==> config.mk <==
export PLATFORM = sky130hd
export DESIGN_NAME = obj_scan_counter
export DESIGN_NICKNAME = d
export VERILOG_FILES = /design/src/hdl/obj_scan_counter.sv
export SDC_FILE = /design/constraint.sdc
export NUM_CORES = 1
export LEC_CHECK = 0
export BUFFER_PORTS_ARGS = -buffer_cell sky130_fd_sc_hd__buf_2
export CAP_MARGIN = 20
export CORE_AREA = 2 2 39 41
export CTS_CLUSTER_DIAMETER = 30
export DETAILED_ROUTE_END_ITERATION = 16
export DIE_AREA = 0 0 41 43
export SLEW_MARGIN = 10
export SYNTH_ARGS = -nofsm -noshare
export SYNTH_HDL_FRONTEND = slang
export SYNTH_SLANG_ARGS = --single-unit
==> constraint.sdc <==
create_clock -name clk_cpu -period 1.7 [get_ports clk_cpu]
set_input_delay 0.51 -clock clk_cpu [delete_from_list [all_inputs] [get_ports clk_cpu]]
set_output_delay 0.51 -clock clk_cpu [all_outputs]
set_load 0.02 [all_outputs]
==> src/hdl/obj_scan_counter.sv <==
// entry index counter for the table scan, with clear, step and end-of-table flag
`timescale 1ns/1ps

module obj_scan_counter #(
    parameter LIMIT = 1024
) (
    input  logic       rst,
    input  logic       clk_cpu,
    input  logic       clear,
    input  logic       step,
    output logic [9:0] index,
    output logic       last
);

    // index of the final entry of a bank
    localparam logic [9:0] LAST_IDX = 10'(LIMIT - 1);

    // clear wins over step
    always_ff @(posedge clk_cpu or posedge rst) begin
        if (rst) begin
            index <= '0;
        end else if (clear) begin
            index <= '0;
        end else if (step) begin
            index <= index + 10'd1;
        end
    end

    assign last = (index == LAST_IDX);

    // the controller must stop at the limit, never wrap
    a_no_step_past_last: assert property (
        @(posedge clk_cpu) disable iff (rst) !(step && last)
    ) else $error("scan stepped past the last entry");

endmodule

# Word-level counts from Yosys, hierarchy flattened
# Index checks and enable logic that the tools add are counted.
# word_totals
reg_bits,10
inputBits,4
out_inout_bits,11
word_cells,6
# op_classes
n_addsub,1
eq_ne,1
mux,2
n_reduce_logical,1
# op_table
op,n
10-bit two-way mux,2
10-bit by 1-bit adder with 10-bit output (second input constant),1
10-bit == test (second input constant),1
2-bit nonzero test,1

# Depth between registers and ports, before layout
# logic_depth
ltp_word,3
depth_mapped,4
depth_no_buf,4

# Worst setup path after synthesis
# No wires, ideal clock.
# synth_timing
path_kind,register to output
startpoint,reg index[0]
endpoint,out last
arrival_time_ps,1257
required_ps,1190
setup_slack_ps,-67
path_stages_with_launch,4
path_cell_list,dfrtp_1 > ha_1 > nand2_1 > nor3_1
# synth_via
elab_chain_len,1
# synth_lines
item,line_no,source
"start, declared",11,"output logic [9:0] index,"
"start signal, assigned",25,index <= index + 10'd1;
10-bit == test,29,assign last = (index == LAST_IDX);
"end, declared",12,output logic last
# No other way between the ends.

# Worst setup path after layout
# layout_timing
startpoint,reg index[2]
endpoint,out last
# The elaborated chain is that of the path after synthesis.

==> reports/summary.txt <==
Buf/Inv on CP: 1
Die extent in x: 41 um
Total power per unit cell area: 619 nW/um^2
Post-synthesis to final-layout area growth: 43.9%
Post-Syn Nets: 57
Top reg by flops: index
Filler cell count: 135
Detailed router's first-iteration violation count: 7
Clock tree from TritonCTS: yes
Sequential cell area fraction in the yosys report: 48.2%
Most common library cell in the layout ignoring fill and taps: sky130_fd_sc_hd__buf_4
Final wirelength: 1170 um
Setup total negative slack: 0 ns
Final antenna diode count: 0
Total number of vias: 512
Final setup vio count: 0
H-tree Lvls: 1
Global-route wire length before repair: 1790 um
Cts hold-fix bufs: 0
Min-delay worst type: primary input to asynchronous set/reset pin
Post-synth cell types: 19
Share of the cycle needed by the critical path after routing: 96.3%
Final instance area: 747 um^2
Startpoint kind of the worst setup timing path: flip-flop
Number of vias per cell after detailed routing: 5.33
Number of buffers added by the clock tree synthesis step: 3
Most frequent cells in the layout: sky130_fd_sc_hd__buf_4, sky130_fd_sc_hd__buf_2, sky130_fd_sc_hd__dfrtp_1
Number of nets in the layout: 87
Final worst clock skew: 0.00842 ns
Placeable core region: 1380 um^2
Worst path required time: 1.19 ns
I/O pin count: 15
Die ar.: 1760 um^2
Largest registers: index (10)
Effective utilization at floorplan: 37.5%
GR Overflow Total: 0
Clock slew seen by the registers of the worst setup and hold paths: 0.06 ns
Leakage power of the design: 0.000343 uW
Max frequency: 611 MHz
Buffers on Ports: 14
Proportion of layout cells with a drive suffix above 1: 47.5%
Arrival time of data at the critical path endpoint: 1.13 ns
Number of cells in the finished layout apart from fillers: 96
Number of global-route vias before repair: 421
Transition time at the pin with the least slew margin: 0.372 ns
Post-synthesis instance area: 519 um^2
Result of the run: completed
Standard-cell row count: 14
Footprint of the multi-input gates: 269 um^2
Ordered cell list for the critical path: nand3_1, nor3_2, buf_4
Dpl cells: 83
# DRC: 0
Count of final max-slew check failures: 0
Pin count of the biggest net entering global routing: 11
CTS max path bufs: 2
Slew HR: 75.2%
Per-instance average area after synthesis: 9.99 um^2
MaxCap Viol Count: 0
Post-detailed-placement half-perimeter wirelength: 786 um
FF/Latch Area: 254 um^2
Final min period: 1.64 ns
Insertion delay to the later sink of the worst-skew pair: 0.26 ns
Number of flip-flops and latches in the synthesized netlist: 10
CP top delay family: flip-flops
Die boundary height: 43 um
Slowest cell delay on critical path: 0.41 ns
Final ANT Viol Nets: 0
Routability Congestion: 0.685
Final hold violation count: 0
Clk sinks: 10
Overall global routing resource usage: 15.5%
Initial antenna violation count: 0
Biggest fanout along the worst timing path: 3
Gate count after technology mapping: 52
Slowest CP cell: sky130_fd_sc_hd__dfrtp_1
Critical path class: flip-flop to primary output
Drt first pass iters: 4
Total of warnings raised by yosys: 0
Root buffer selected by CTS: sky130_fd_sc_hd__clkbuf_4
Flip-flop count of the largest register after layout: 10
Cell area reported after detailed placement: 628 um^2
Routed WL per cell: 12.2 um
Type of element capturing the critical path: primary output
Maximum ir drop on the vdd rail: 0.000303 V
worst register-to-register path: stages, from the launching register on:
cell                      delay, ns
sky130_fd_sc_hd__dfrtp_1       0.39
sky130_fd_sc_hd__buf_4         0.12
sky130_fd_sc_hd__buf_4         0.11
sky130_fd_sc_hd__nand2_1       0.12
sky130_fd_sc_hd__or4_1         0.53
sky130_fd_sc_hd__a21oi_1       0.14
synthesized netlist by cell type:
cell                        instances  area, um^2
sky130_fd_sc_hd__nor2_1             5        18.8
sky130_fd_sc_hd__or4_1              4        30.0
sky130_fd_sc_hd__nand4_1            3        18.8
sky130_fd_sc_hd__nand2_1            4        15.0
sky130_fd_sc_hd__a21oi_1            5        25.0
sky130_fd_sc_hd__clkbuf_1           1        3.75
sky130_fd_sc_hd__ha_1               1        12.5
sky130_fd_sc_hd__or3_2              1        7.51
sky130_fd_sc_hd__o21ai_0            1        5.00
sky130_fd_sc_hd__xnor2_1            1        8.76
sky130_fd_sc_hd__nor3_1             1        5.00
sky130_fd_sc_hd__mux2i_1            1        10.0
sky130_fd_sc_hd__inv_1              3        11.3
sky130_fd_sc_hd__dfrtp_1           10         250
sky130_fd_sc_hd__nand3_1            2        10.0
sky130_fd_sc_hd__buf_2              1        5.00
sky130_fd_sc_hd__o2111ai_4          1        26.3
sky130_fd_sc_hd__o31ai_1            4        30.0
sky130_fd_sc_hd__xor2_1             3        26.3
logic make-up (layout without fill, tap and decap cells):
group	count (synthesis)	count (layout)	synth area share, %
compound gates	11	11	16.6
simple gates	20	20	20.2
flops	10	10	48.2
mux	1	1	1.93
buf+inv	5	33	3.85
xor+xnor	4	4	6.75
fa+ha+maj	1	1	2.41
stage by stage:
step	utilization (%)	setup slack [ns]	power [uW]	hold WS, ns
after CTS	49.0	0.00317	460	0.231
after global placement	45.4	0.153	299	0.504
final	54.0	0.0628	463	0.216
after detailed placement	45.4	0.148	300	0.505
after global routing	54.0	-0.0224	495	0.236
after floorplan	-	0.0960	282	0.350
area by class of cell:
type	count	area share [%]
Clock buffer	3	3.02
Sequential cell	10	34.0
Tap cell	16	2.68
Inverter	3	1.51
Timing Repair Buffer	27	22.8
Multi-Input combinational cell	37	36.0
layer usage:
layer	part of all wire [%]	vias to the layer above	GRT usage [%]	wire, um
met1	47	245	20.5	551
met3	5.7	2	4.71	67
li1	-	249	-	-
met2	46	16	20.9	542
met4	0.85	0	10.0	10
met5	0	-	0	0
report_power, final:
group          leakage, uW  switching, uW  internal [uW]  total (uW)
clock            0.0000138           70.8           81.2         152
combinational     0.000196           34.7           27.5        62.2
sequential        0.000133           5.32            243         248
final timing paths:
path                       startpoint  endpoint  slack [ns]  cells after the start
setup / recovery             index[2]      last        0.06                      3
hold / removal                    rst  index[1]        0.22                      2
setup reg to reg             index[1]  index[9]        0.20                      5
hold reg to reg              index[8]  index[8]        0.57                      2
max in group asynchronous         rst  index[5]        1.18                      2
min in group clk_cpu         index[8]  index[8]        0.57                      2
timing repair:
action / CTS / global route
endpoints found under the setup margin: 1 / 1
resized for setup: 3 / 4
pin swaps: 0 / 2
setup buffers: 3 / 7
(Power assumes the default switching activity.)
