### src/hdl/objram_macros.svh
// object table sizing and register constants, included by the package and the rtl that needs them
`ifndef OBJRAM_MACROS_SVH
`define OBJRAM_MACROS_SVH

// cpu word address width, two banks of 4 KWords
`define OBJ_AW 13

// entries walked per frame, one full bank
`define OBJ_SCAN_LIMIT 1024

// bias removed from the value written to each offset register
`define OBJ_XBIAS 10'h040
`define OBJ_YBIAS 9'h010

// attribute word that terminates the table
`define OBJ_END_ATTR 16'hff00

// config register numbers of the position offsets
`define OBJ_XOFF_REG 3'd4
`define OBJ_YOFF_REG 3'd5

`endif

### src/hdl/objram_pkg.sv
// record and bus structs of the object table, referenced by scoped name from the rtl
`include "objram_macros.svh"

package objram_pkg;

    // one object record as handed to the consumer
    typedef struct packed {
        logic [15:0] x;
        logic [15:0] y;
        logic [15:0] code;
        logic [15:0] attr;
    } obj_entry_t;

    // cpu write into the table
    typedef struct packed {
        // active low byte strobes, bit 1 is the upper byte
        logic [1:0]          dsn;
        logic [15:0]         data;
        // bits 2:1 word, top bit flips the bank
        logic [`OBJ_AW-1:0] addr;
    } cpu_wr_t;

    // write to the config register file
    typedef struct packed {
        // active low byte strobes
        logic [1:0]  dsn;
        // register number
        logic [2:0]  addr;
        logic [15:0] data;
    } cfg_wr_t;

endpackage

### src/hdl/obj_scan_ctrl.sv
// scan FSM that walks the visible bank and offers each record under valid/ready
`timescale 1ns/1ps
`include "objram_macros.svh"

module obj_scan_ctrl (
    input  logic                   rst,
    input  logic                   clk_cpu,
    input  logic                   frame_start,
    input  objram_pkg::obj_entry_t entry,
    output logic                   cnt_clear,
    output logic                   cnt_step,
    input  logic                   cnt_last,
    output logic                   obj_valid,
    output objram_pkg::obj_entry_t obj,
    input  logic                   obj_ready,
    output logic                   scan_done
);

    typedef enum logic [2:0] {
        S_IDLE,
        S_READ,
        S_WAIT,
        S_OFFER,
        S_FINISH
    } state_t;

    state_t state;
    state_t state_nxt;
    // end marker seen on the returned record
    logic   is_end;

    assign is_end = (entry.attr == `OBJ_END_ATTR);

    always_ff @(posedge clk_cpu or posedge rst) begin
        if (rst) begin
            state <= S_IDLE;
        end else begin
            state <= state_nxt;
        end
    end

    always_comb begin
        state_nxt = state;
        cnt_clear = 1'b0;
        cnt_step  = 1'b0;
        case (state)
            // frame_start only counts here
            S_IDLE: begin
                if (frame_start) begin
                    cnt_clear = 1'b1;
                    state_nxt = S_READ;
                end
            end
            // index on the ram address this cycle
            S_READ: state_nxt = S_WAIT;
            // record on the ram output, captured below
            S_WAIT: state_nxt = is_end ? S_FINISH : S_OFFER;
            // hold until the consumer takes it, no new read meanwhile
            S_OFFER: begin
                if (obj_ready) begin
                    if (cnt_last) begin
                        state_nxt = S_FINISH;
                    end else begin
                        cnt_step  = 1'b1;
                        state_nxt = S_READ;
                    end
                end
            end
            S_FINISH: state_nxt = S_IDLE;
            default: state_nxt = S_IDLE;
        endcase
    end

    // payload register, loaded once per entry
    always_ff @(posedge clk_cpu) begin
        if (state == S_WAIT) begin
            obj <= entry;
        end
    end

    assign obj_valid = (state == S_OFFER);
    // single cycle, the FSM leaves S_FINISH at once
    assign scan_done = (state == S_FINISH);

    // a stalled offer keeps valid up and the payload frozen
    a_hold_on_stall: assert property (
        @(posedge clk_cpu) disable iff (rst)
        obj_valid && !obj_ready |=> obj_valid && $stable(obj)
    ) else $error("payload changed under back-pressure");

endmodule

### config.mk
export PLATFORM = sky130hd
export DESIGN_NAME = obj_scan_ctrl
export DESIGN_NICKNAME = d
export VERILOG_FILES = /design/src/hdl/objram_pkg.sv /design/src/hdl/obj_scan_ctrl.sv
export VERILOG_INCLUDE_DIRS = /design/src /design/src/hdl
export SDC_FILE = /design/constraint.sdc
export NUM_CORES = 1
export LEC_CHECK = 0
export ABC_AREA = 1
export BUFFER_PORTS_ARGS = -buffer_cell sky130_fd_sc_hd__buf_2
export CAP_MARGIN = 20
export CORE_MARGIN = 5
export CORE_UTILIZATION = 42
export DETAILED_ROUTE_END_ITERATION = 10
export GPL_ROUTABILITY_DRIVEN = 0
export PLACE_DENSITY = 0.84
export SETUP_SLACK_MARGIN = 0.4
export SYNTH_ARGS = -nofsm -noshare
export SYNTH_HDL_FRONTEND = slang
export SYNTH_SLANG_ARGS = --single-unit
### constraint.sdc
create_clock -name clk_cpu -period 4.7 [get_ports clk_cpu]
set_input_delay 0.235 -clock clk_cpu [delete_from_list [all_inputs] [get_ports clk_cpu]]
set_output_delay 0.235 -clock clk_cpu [all_outputs]
set_load 0.03 [all_outputs]
# Word level (Yosys, flattened, before mapping)
# Index checks and enable logic that the tools add are counted.
[totals] regBits=67 inputBits=69 out_inout_bits=68
[op_classes] eq_ne=7 muxes=10 n_reduce_logical=2
[ops] op="$eq 16x16->1 const B" n=1
[ops] op="$mux 3" n=4
[ops] op="$pmux 3 s4" n=1
[ops] op="$eq 3x2->1 const B" n=2
[ops] op="$mux 1" n=5
[ops] op="$eq 3x1->1 const B" n=1
[ops] op="$eq 3x3->1 const B" n=1
[ops] op="$logic_not 3->1" n=1
[ops] op="$ne 2x1->1 const B" n=1
[ops] op="$ne 2x2->1 const B" n=1
[ops] op="$reduce_and 2->1" n=1

# Longest topological paths before layout
# Gate-level depths: netlist of the first run.
[depth] ltp_word=3 mapped_depth=9 ltp_nobuf=9

# Worst setup path before layout of the first run
# OpenSTA, ideal clock, no wires.
[synth_path] path_kind="reg-to-reg" start="reg state[0]" end="reg state[0]" setup_time_ns=0.065 arrival_ns=3.465 path_slack_ns=1.170 stages_incl_launch_ff=6 n_path_buf=0 period_less_slack_ns=3.530 path_cell_list="dfrtp_1 nor3_2 nand2_1 nand2_1 nand2_1 nand2_1"
[synth_via] elab_chain_len=3 word_cells_on_any_way=8
[synth_rtl] item="start: declaration" line="obj_scan_ctrl.sv:27" text="state_t state;"
[synth_rtl] item="start signal: assignment" line="obj_scan_ctrl.sv:38" text="state <= state_nxt;"
[synth_rtl] item="$eq 3x2->1 / $logic_not 3->1 (equally long branches)" line="obj_scan_ctrl.sv:46" text="case (state)"
[synth_rtl] item="$ne 2x1->1 (no line) / $ne 2x2->1 (equally long branches)"
[synth_rtl] item="$reduce_and 2->1 (no line)"
# Several ways; a longest one is shown, not always the timed one.
# A chain may end at the register's enable or synchronous reset.

# Worst setup path in the final report of the first run
[layout_path] start="reg state[0]" end="reg obj[47] (netlist name), enable pin"
[layout_via] elab_chain_len=1
[layout_rtl] item="$eq 3x2->1" line="obj_scan_ctrl.sv:76" text="if (state == S_WAIT) begin"
[layout_rtl] item="end signal: assignment" line="obj_scan_ctrl.sv:77" text="obj <= entry;"
[layout_rtl] item="end: declaration" line="obj_scan_ctrl.sv:14" text="output objram_pkg::obj_entry_t obj,"
# Every way passes these cells.

==> summary.txt, run 1 <==
Power and ir drop
  – Pwr/cell area: 688 nW/µm²
  – Total power: 2210 µW
  – Peak VDD IR: about 0.46 mV
  – Leak: between 0.001 and 0.0015 µW

Drt
  – Vias post-DR: around 1,500
  – Wire per inst: 15.8 µm
  – First DRT Iteration DRCs: 53
  – Final ANT Viol Nets: 0
  – Vias per cell: 4.36
  – Drt drc: 0
  – DR pass1 iterations: 4
  – Post-Route WL: 5.32 mm

Critical path
  – Crit Path Class: reg -> reg
  – Critical Path Fanout Max: 66
  – Startpoint Class: flip-flop
  – Worst path arrival time: 1.65 ns
  – CP endpoint kind: flip-flop
  – Worst Path Required: ~4.7 ns

Placed design
  – DP Cell Count: 320
  – DP HPWL: around 4.2 mm
  – Buffers on Ports: 136

Finish
  – Most frequent cells in the layout: buf_2, edfxtp_1, nand2_1, nor2_1, clkbuf_8
  – Layout Utilization: 62.9%
  – Fillers: 409
  – Ant diodes: 0
  – Most common cell after layout, fill and taps aside: buf_2
  – Non-filler instance count after layout: 337
  – Layout cells sized above 1: 59.2%
  – Nets: 331
  – Area growth syn-to-layout: 45.7%

Yosys
  – Avg Inst Size Synth: 19.5 µm²
  – Largest area contributor in the netlist: edfxtp_1
  – Syn nets: about 180
  – Mapped Cells: 113
  – Sequential share of the synthesized area: between 90 and 100%
  – #FFs+latches synth: 67
  – Distinct cells, synth: 14
  – Mapped cell area: approximately 2200 µm²
  – Top-area cell type share of the netlist area: between 80% and 90%
  – Ranking of synthesized cells by area: edfxtp_1, dfrtp_1, nand2_1
  – Syn. warnings: 0

STA
  – Max Clk Rate: 0.587 GHz
  – Final Skew: about 0.008 ns
  – Slew margin rel.: 46.7%
  – Max-slew violations: 0
  – Worst-Margin Slew: 0.800 ns
  – Fin. Hold Viols: 0
  – Clock period minus worst slack: ~1.7 ns
  – RSZ-0062 raised after global routing: no
  – Crit share post-route: 36.3%
  – Final setup vio count: 0
  – Fin Setup TNS: 0 ns

Clocking
  – CTS tree: built
  – Reg clk slew, reported paths: 0.07 ns
  – Clock latency on the worst-skew pair: 0.32 ns
  – Clk root buf: clkbuf_8
  – Cts bufs inserted: 9
  – H-tree levels: 3
  – Clock Tree Buf Depth: 2
  – Post-CTS Setup Bufs: 0
  – Clock sink count: 67

Global routing
  – Number of global-route vias before repair: 1,488
  – Grt total ovfl: 0
  – First-pass GRT wire length: 7.31 mm
  – Initial antenna violation count: 0
  – Largest net degree at the start of global routing: between 60 and 70
  – GRT Total Usage: 15.2%

Floorplanning
  – Die X: 82.4 µm
  – Die Y: about 80 µm
  – Initial Util: roughly 43%
  – Area of the core: 5110 µm²
  – Die area: 6790 µm²
  – Row cnt: 26
  – Number of I/O pins: between 100 and 150

Hold path
  – Hold crit path type: in -> reg

Status
  – Status: finished, final reports clean

Flow run
  – Max_cap viols: 0
[area by class of cell]
class / instances / area (µm²) / area share [%]
clock buffer: 9 / 124 / 3.86
tap: 70 / 87.6 / 2.73
sequential: 67 / 2000 / 62.2
clock inverter: 7 / 91.3 / 2.84
inverter: 10 / 37.5 / 1.17
timing repair buffer: 138 / 698 / 21.7
multi-input combinational: 36 / 175 / 5.46
[state kept, by name, indices dropped and copies added (netlist names)]
| register | flops |
|---|---|
| state | 3 |
| obj | 64 |
[worst max-delay path: stages, from the launching register on]
cell	delay [ns]
dfrtp_1	0.46
nor3_4	0.19
buf_4	0.64
[routing by layer]
layer	vias to the layer above	track usage, %	wire, µm	share of wire, %
met4	0	6.48	42	0.79
li1	711	-	-	-
met1	665	15.4	1860	35
met2	86	27.6	2780	52
met3	6	5.86	641	12
met5	-	0	0	0
[synthesized netlist by cell type, drive strengths merged]
cell	n
edfxtp	64
nand2	17
inv	10
nor2	9
nand3	4
nor3	4
dfrtp	3
a21oi	1
nor4	1
[kinds of logic after synthesis]
logic type      Yosys count  synth area share (%)
compound gates            1                 0.227
buf+inv                  10                  1.70
flops                    67                  90.6
simple gates             35                  7.44
[metrics by stage]
step	hold slack, ns	area [µm²]	setup WS [ns]
after floorplan	-0.0114	2200	1.17
after global placement	0.103	2990	3.05
after detailed placement	0.112	2990	3.01
after CTS	0.0626	3210	2.99
after global routing	0.0497	3210	2.84
final	0.0820	3210	3.00
[what timing repair did]
| item | CTS | global route |
|---|---|---|
| hold buffers | 1 | 0 |
| endpoints found under the setup margin | 0 | 0 |
| resized for setup | 0 | 0 |
| hold endpoints to repair | 3 | 0 |
[report_power, final]
group          switching (µW)  internal, µW
clock                     203           298
combinational             573           168
sequential               60.4           906
[final timing paths]
check	startpoint	end	slack, ns	cells past startpoint
max	state[0]$_DFFE_PP0P_	obj[47]$_DFFE_PN_	3.00	2
min	entry[55]	obj[55]$_DFFE_PN_	0.08	1
max reg2reg	state[0]$_DFFE_PP0P_	obj[47]$_DFFE_PN_	3.00	2
min reg2reg	state[2]$_DFFE_PP0P_	state[0]$_DFFE_PP0P_	0.68	3
max in group asynchronous	rst	state[0]$_DFFE_PP0P_	4.23	3
min in group asynchronous	rst	state[2]$_DFFE_PP0P_	0.33	3
(Power assumes the default switching activity.)
==> run 2, diff against run 1 <==
==> constraint.sdc (replaced) <==
create_clock -name clk_cpu -period 1.65 [get_ports clk_cpu]
set_input_delay 0.0825 -clock clk_cpu [delete_from_list [all_inputs] [get_ports clk_cpu]]
set_output_delay 0.0825 -clock clk_cpu [all_outputs]
set_load 0.03 [all_outputs]
==> run 2 against run 1 <==
- largest power group is now combinational cells
- hold slack lost 0.021 ns
- clock power grew 110%
- design area grew 28%
==> summary.txt, run 2 (synthesis results as in run 1) <==
Critical path
  – CP endpoint kind: flip-flop
  – Critical Path Fanout Max: 2
  – Worst path arrival time: 1.77 ns
  – Worst Path Required: around 1.9 ns
  – Top delay family on crit path: simple AND/OR/NAND/NOR gates
  – Worst path slowest cell: dlygate4sd3_1
  – CP peak stage delay: 0.55 ns
  – Buffers and inverters on the worst path: 2
  – Crit Path Class: in -> reg
  – Crit path cell chain: dlygate4sd3_1 > buf_2 > nor2_1 > nand2_1 > nor2_1 > nand2_1 > nand2_4 > nand2_1 > nand2_1 > nand2_1
  – Startpoint Class: input pin
  – Critical Path Most Common Cell: nand2_1

Placed design
  – DP HPWL: approximately 3.7 mm
  – Buffers on Ports: 136
  – Placed cell area: 3020 µm²

Power and ir drop
  – Sw frac: 38.5%
  – Seq pwr share: 39.9%
  – Int Power: 4290 µW
  – Psw: between 2000 and 3000 µW
  – Combinational share of power: between 40% and 50%
  – Leak: about 0.0018 µW
  – Clock group share of total power: 15.2%
  – Peak VDD IR: 1.07 mV
  – Pwr/cell area: between 1500 and 2000 nW/µm²

Finish
  – Most common cell after layout, fill and taps aside: buf_2
  – Max reg flops: 64
  – Largest Register: obj
  – Fillers: 292
  – Most frequent cells in the layout: buf_2, dlygate4sd3_1, edfxtp_1, nand2_1, clkbuf_8
  – Layout cells sized above 1: 52.3%
  – Nets: ~410
  – Area growth syn-to-layout: 86.8%
  – Fin area: 4120 µm²
  – Biggest regs: obj (64), state (3)

Clocking
  – Clk root buf: clkbuf_8
  – Clock sink count: 67
  – CTS tree: built
  – Clock latency on the worst-skew pair: 0.32 ns
  – Reg clk slew, reported paths: 0.06 ns
  – Cts bufs inserted: 9
  – Clock Tree Buf Depth: 2
  – H-tree levels: 3

Drt
  – Vias per cell: between 4 and 5
  – DR pass1 iterations: 4
  – First DRT Iteration DRCs: between 50 and 60
  – Wire per inst: 17.5 µm
  – Drt drc: 0
  – Vias post-DR: 1,932
  – Post-Route WL: 7.30 mm
  – Final ANT Viol Nets: 0

Global routing
  – Initial antenna violation count: 0
  – Number of global-route vias before repair: 2,007
  – Largest net degree at the start of global routing: 35
  – GRT Total Usage: 20.1%
  – First-pass GRT wire length: between 9 and 10 mm
  – Grt total ovfl: 0

STA
  – Fin Setup TNS: 0 ns
  – Max Clk Rate: between 0.6 and 0.7 GHz
  – Worst-Margin Slew: 0.379 ns
  – Clock period minus worst slack: 1.56 ns
  – Slew margin rel.: 74.5%
  – Final Skew: 0.00745 ns
  – Crit share post-route: 94.7%
  – RSZ-0062 raised after global routing: yes
  – Fin. Hold Viols: 0
  – Max-slew violations: 0
  – Final setup vio count: 0

Status
  – Status: finished, final reports clean

Hold path
  – Hold crit path type: in -> reg

Floorplanning
  – Number of I/O pins: about 140
  – Die area: 6790 µm²
  – Die X: around 80 µm
  – Die Y: 82.4 µm
  – Row cnt: 26
  – Initial Util: 43.1%
  – Area of the core: 5110 µm²

Flow run
  – Max_cap viols: 0
[run 2: changes by cell type in the layout (fill, tap and decap cells not counted), moves of 4 or more]
cell / previous run / this run
buf_2: 136 / 132
buf_4: 1 / 8
buf_6: 0 / 6
dlygate4sd3_1: 1 / 65
[run 2: power groups by stage]
stage / combinational (µW) / clock (µW) / sequential, µW
finish: 3130 / 1060 / 2780
global route: 3290 / 1180 / 2830
CTS: 2880 / 1090 / 2760
detailed placement: 2240 / 0 / 2770
global placement: 2200 / 0 / 2740
floorplan: 471 / 0 / 3780
[run 2: layer usage]
| layer | vias up | part of all wire [%] | GRT usage [%] |
|---|---|---|---|
| met5 | - | 0 | 0 |
| met4 | 0 | 2.3 | 9.63 |
| met3 | 18 | 11 | 7.05 |
| met2 | 135 | 55 | 36.9 |
| met1 | 906 | 31 | 20.0 |
| li1 | 873 | - | - |
[run 2: final timing paths]
kind	start	to	slack (ns)	cells past startpoint
worst min-delay path	cnt_last	state[2]$_DFFE_PP0P_	0.06	3
min in group asynchronous	rst	state[1]$_DFFE_PP0P_	0.19	3
max in group asynchronous	rst	state[2]$_DFFE_PP0P_	1.31	3
worst max register to register	state[2]$_DFFE_PP0P_	state[0]$_DFFE_PP0P_	0.18	9
worst max-delay path	entry[4]	state[0]$_DFFE_PP0P_	0.09	10
worst min register to register	state[0]$_DFFE_PP0P_	state[1]$_DFFE_PP0P_	0.74	2
[run 2: layout make-up]
| cell class | count | area [µm²] | area share [%] |
|---|---|---|---|
| Clock buffer | 10 | 128 | 3.10 |
| Sequential cell | 67 | 2000 | 48.6 |
| Clock inverter | 5 | 21.3 | 0.517 |
| Antenna cell | 1 | 2.50 | 0.0608 |
| Tap cell | 70 | 87.6 | 2.13 |
| Multi-Input combinational cell | 36 | 226 | 5.50 |
| Inverter | 10 | 42.5 | 1.03 |
| Timing Repair Buffer | 218 | 1610 | 39.0 |
[run 2: stage by stage]
| stage | setup slack, ns | hold slack, ns | utilization [%] | total power, µW | cells |
|---|---|---|---|---|---|
| after floorplan | -0.863 | -0.164 | - | 4250 | 113 |
| after global placement | 0.369 | -0.0480 | 59.2 | 4940 | 321 |
| after detailed placement | 0.319 | -0.0418 | 59.2 | 5010 | 321 |
| after CTS | 0.252 | 0.0202 | 78.7 | 6730 | 410 |
| after global routing | 0.00414 | 0.0528 | 80.5 | 7300 | 416 |
| final | 0.0878 | 0.0606 | 80.6 | 6970 | 417 |
[run 2: repair_timing]
item,in CTS,in global routing
pin swaps,1,4
hold endpoints to repair,67,0
gates cloned,3,1
hold buffers,65,0
gates resized for setup,19,8
buffers inserted,6,5
endpoints found under the setup margin,71,71
[run 2: tightest hold or removal path, stage by stage]
cell and delay, ns:
buf_2 0.12, nand2_1 0.09, a21oi_2 0.06
==> run 3, diff against run 2 <==
==> constraint.sdc (replaced) <==
create_clock -name clk_cpu -period 1.5 [get_ports clk_cpu]
set_input_delay 0.075 -clock clk_cpu [delete_from_list [all_inputs] [get_ports clk_cpu]]
set_output_delay 0.075 -clock clk_cpu [all_outputs]
set_load 0.03 [all_outputs]
==> run 3 against run 2 <==
- setup slack improved by 0.0033 ns
- utilization rose by 2.5 points
- critical path depth down 6
- sequential share of layout area is 1.5 points lower
- via count down 2.7%
- wire length down 4.3%
- die area stayed put
- non-clock buffer count stayed put
- total power rose by 18%
==> summary.txt, run 3 (synthesis results as in run 1) <==
Status
  – Status: finished, final reports clean

Clocking
  – Reg clk slew, reported paths: ~0.060 ns
  – CTS tree: built
  – Clk root buf: clkbuf_8
  – Clock sink count: 67
  – H-tree levels: 3
  – Clock Tree Buf Depth: 2
  – Clock latency on the worst-skew pair: 0.32 ns
  – Cts bufs inserted: 9

Global routing
  – Largest net degree at the start of global routing: 18
  – Grt total ovfl: 0
  – Number of global-route vias before repair: approximately 2,100
  – Initial antenna violation count: 0
  – GRT Total Usage: a little over a fifth
  – First-pass GRT wire length: 10.4 mm

Drt
  – Post-Route WL: around 7.0 mm
  – DR pass1 iterations: 4
  – Wire per inst: 16.8 µm
  – First DRT Iteration DRCs: 49
  – Vias post-DR: about 1,900
  – Drt drc: 0
  – Vias per cell: 4.52
  – Final ANT Viol Nets: 0

Finish
  – Most common cell after layout, fill and taps aside: buf_2
  – Max reg flops: 64
  – Biggest regs: obj (64), state (3)
  – Nets: just over 400
  – Most frequent cells in the layout: buf_2, dlygate4sd3_1, edfxtp_1, nand2_1
  – Fin area: 4240 µm²
  – Area growth syn-to-layout: 92.6%
  – Layout cells sized above 1: 52.6%
  – Ant diodes: 0
  – Largest Register: obj
  – Fillers: between 200 and 300
  – Layout Utilization: 83.1%

Placed design
  – DP HPWL: about 3.6 mm
  – Placed cell area: 3020 µm²
  – Buffers on Ports: between 100 and 150

Power and ir drop
  – Leak: 0.00184 µW
  – Pwr/cell area: 1940 nW/µm²
  – Peak VDD IR: 1.20 mV

STA
  – Final Skew: 0.00802 ns
  – Crit share post-route: 93.9%
  – Max-slew violations: 0
  – Max Clk Rate: 0.710 GHz
  – Slew margin rel.: 82.5%
  – Clock period minus worst slack: 1.41 ns
  – Worst-Margin Slew: ~0.26 ns
  – Fin. Hold Viols: 0
  – Final setup vio count: 0
  – RSZ-0062 raised after global routing: yes

Critical path
  – Worst path arrival time: 1.45 ns
  – Critical Path Fanout Max: 8
  – Startpoint Class: flip-flop
  – Crit path cell chain: nor3_4 > buf_12 > buf_12 > clkbuf_16
  – Crit Path Class: reg -> reg
  – Worst Path Required: around 1.5 ns
  – CP peak stage delay: ~0.47 ns
  – Worst path slowest cell: dfrtp_2
  – Critical Path Most Common Cell: buf_12
  – CP endpoint kind: flip-flop

Floorplanning
  – Die X: 82.4 µm
  – Die area: 6790 µm²
  – Area of the core: ~5100 µm²
  – Row cnt: 26
  – Die Y: 82.4 µm
  – Initial Util: 43.1%
  – Number of I/O pins: ~140

Hold path
  – Hold crit path type: in -> reg

Flow run
  – Max_cap viols: 0
[run 3: worst max-delay path, delay by kind of cell, from the launching register on]
family / cells / cell delay (ns)
DFF: 1 / 0.47
and+or+nand+nor: 1 / 0.22
buffers and inverters: 3 / 0.43
[run 3: worst paths after layout]
check / startpoint / endpoint / slack (ns) / cells past startpoint
min in group asynchronous: rst / state[0]$_DFFE_PP0P_ / 0.21 / 3
max in group asynchronous: rst / state[2]$_DFFE_PP0P_ / 1.14 / 3
setup reg to reg: state[2]$_DFFE_PP0P_ / obj[19]$_DFFE_PN_ / 0.09 / 4
hold / removal: cnt_last / state[2]$_DFFE_PP0P_ / 0.03 / 3
setup / recovery: state[2]$_DFFE_PP0P_ / obj[19]$_DFFE_PN_ / 0.09 / 4
hold reg to reg: state[1]$_DFFE_PP0P_ / state[1]$_DFFE_PP0P_ / 0.66 / 3
[run 3: metrics by stage]
| step | instances | setup WS [ns] | hold WS, ns | power, µW | TNS, ns |
|---|---|---|---|---|---|
| floorplan | 113 | -1.01 | -0.171 | 4680 | -66.12 |
| global placement | 321 | 0.219 | -0.0557 | 5440 | 0 |
| detailed placement | 321 | 0.187 | -0.0511 | 5510 | 0 |
| CTS | 413 | 0.124 | 0.0217 | 7930 | 0 |
| global route | 416 | 0.0698 | 0.0418 | 8590 | 0 |
| finish | 416 | 0.0910 | 0.0325 | 8220 | 0 |
[run 3: final cells by class]
cell class / instances / area [µm²] / share of cell area (%)
Tap cell: 70 / 87.6 / 2.06
Sequential cell: 67 / 2000 / 47.1
Timing Repair Buffer: 218 / 1710 / 40.2
Multi-Input combinational cell: 36 / 234 / 5.51
Clock inverter: 4 / 42.5 / 1.00
Inverter: 10 / 40.0 / 0.943
Clock buffer: 11 / 131 / 3.10
[run 3: what timing repair did]
item / 4_1_cts / 5_1_grt
gates resized for setup: 22 / 4
setup endpoints to repair: 71 / 71
hold endpoints to repair: 67 / 0
gates cloned: 4 / 3
buffers inserted: 8 / 0
pin swaps: 3 / 1
hold buffers: 65 / 0
[run 3: metal layers]
layer  track usage, %  vias up  part of all wire [%]
met5                0        -                     0
met4             9.63        0                   2.2
met3             6.29       14                   7.8
met2             41.0       98                    55
met1             21.2      896                    35
li1                 -      871                     -
[run 3: power by group]
part / leakage, µW / internal [µW] / switching [µW] / total, µW
sequential: 0.000634 / 2830 / 216 / 3050
clock: 0.0000882 / 746 / 611 / 1360
combinational: 0.00112 / 1630 / 2190 / 3820
total: 0.00184 / 5210 / 3020 / 8220
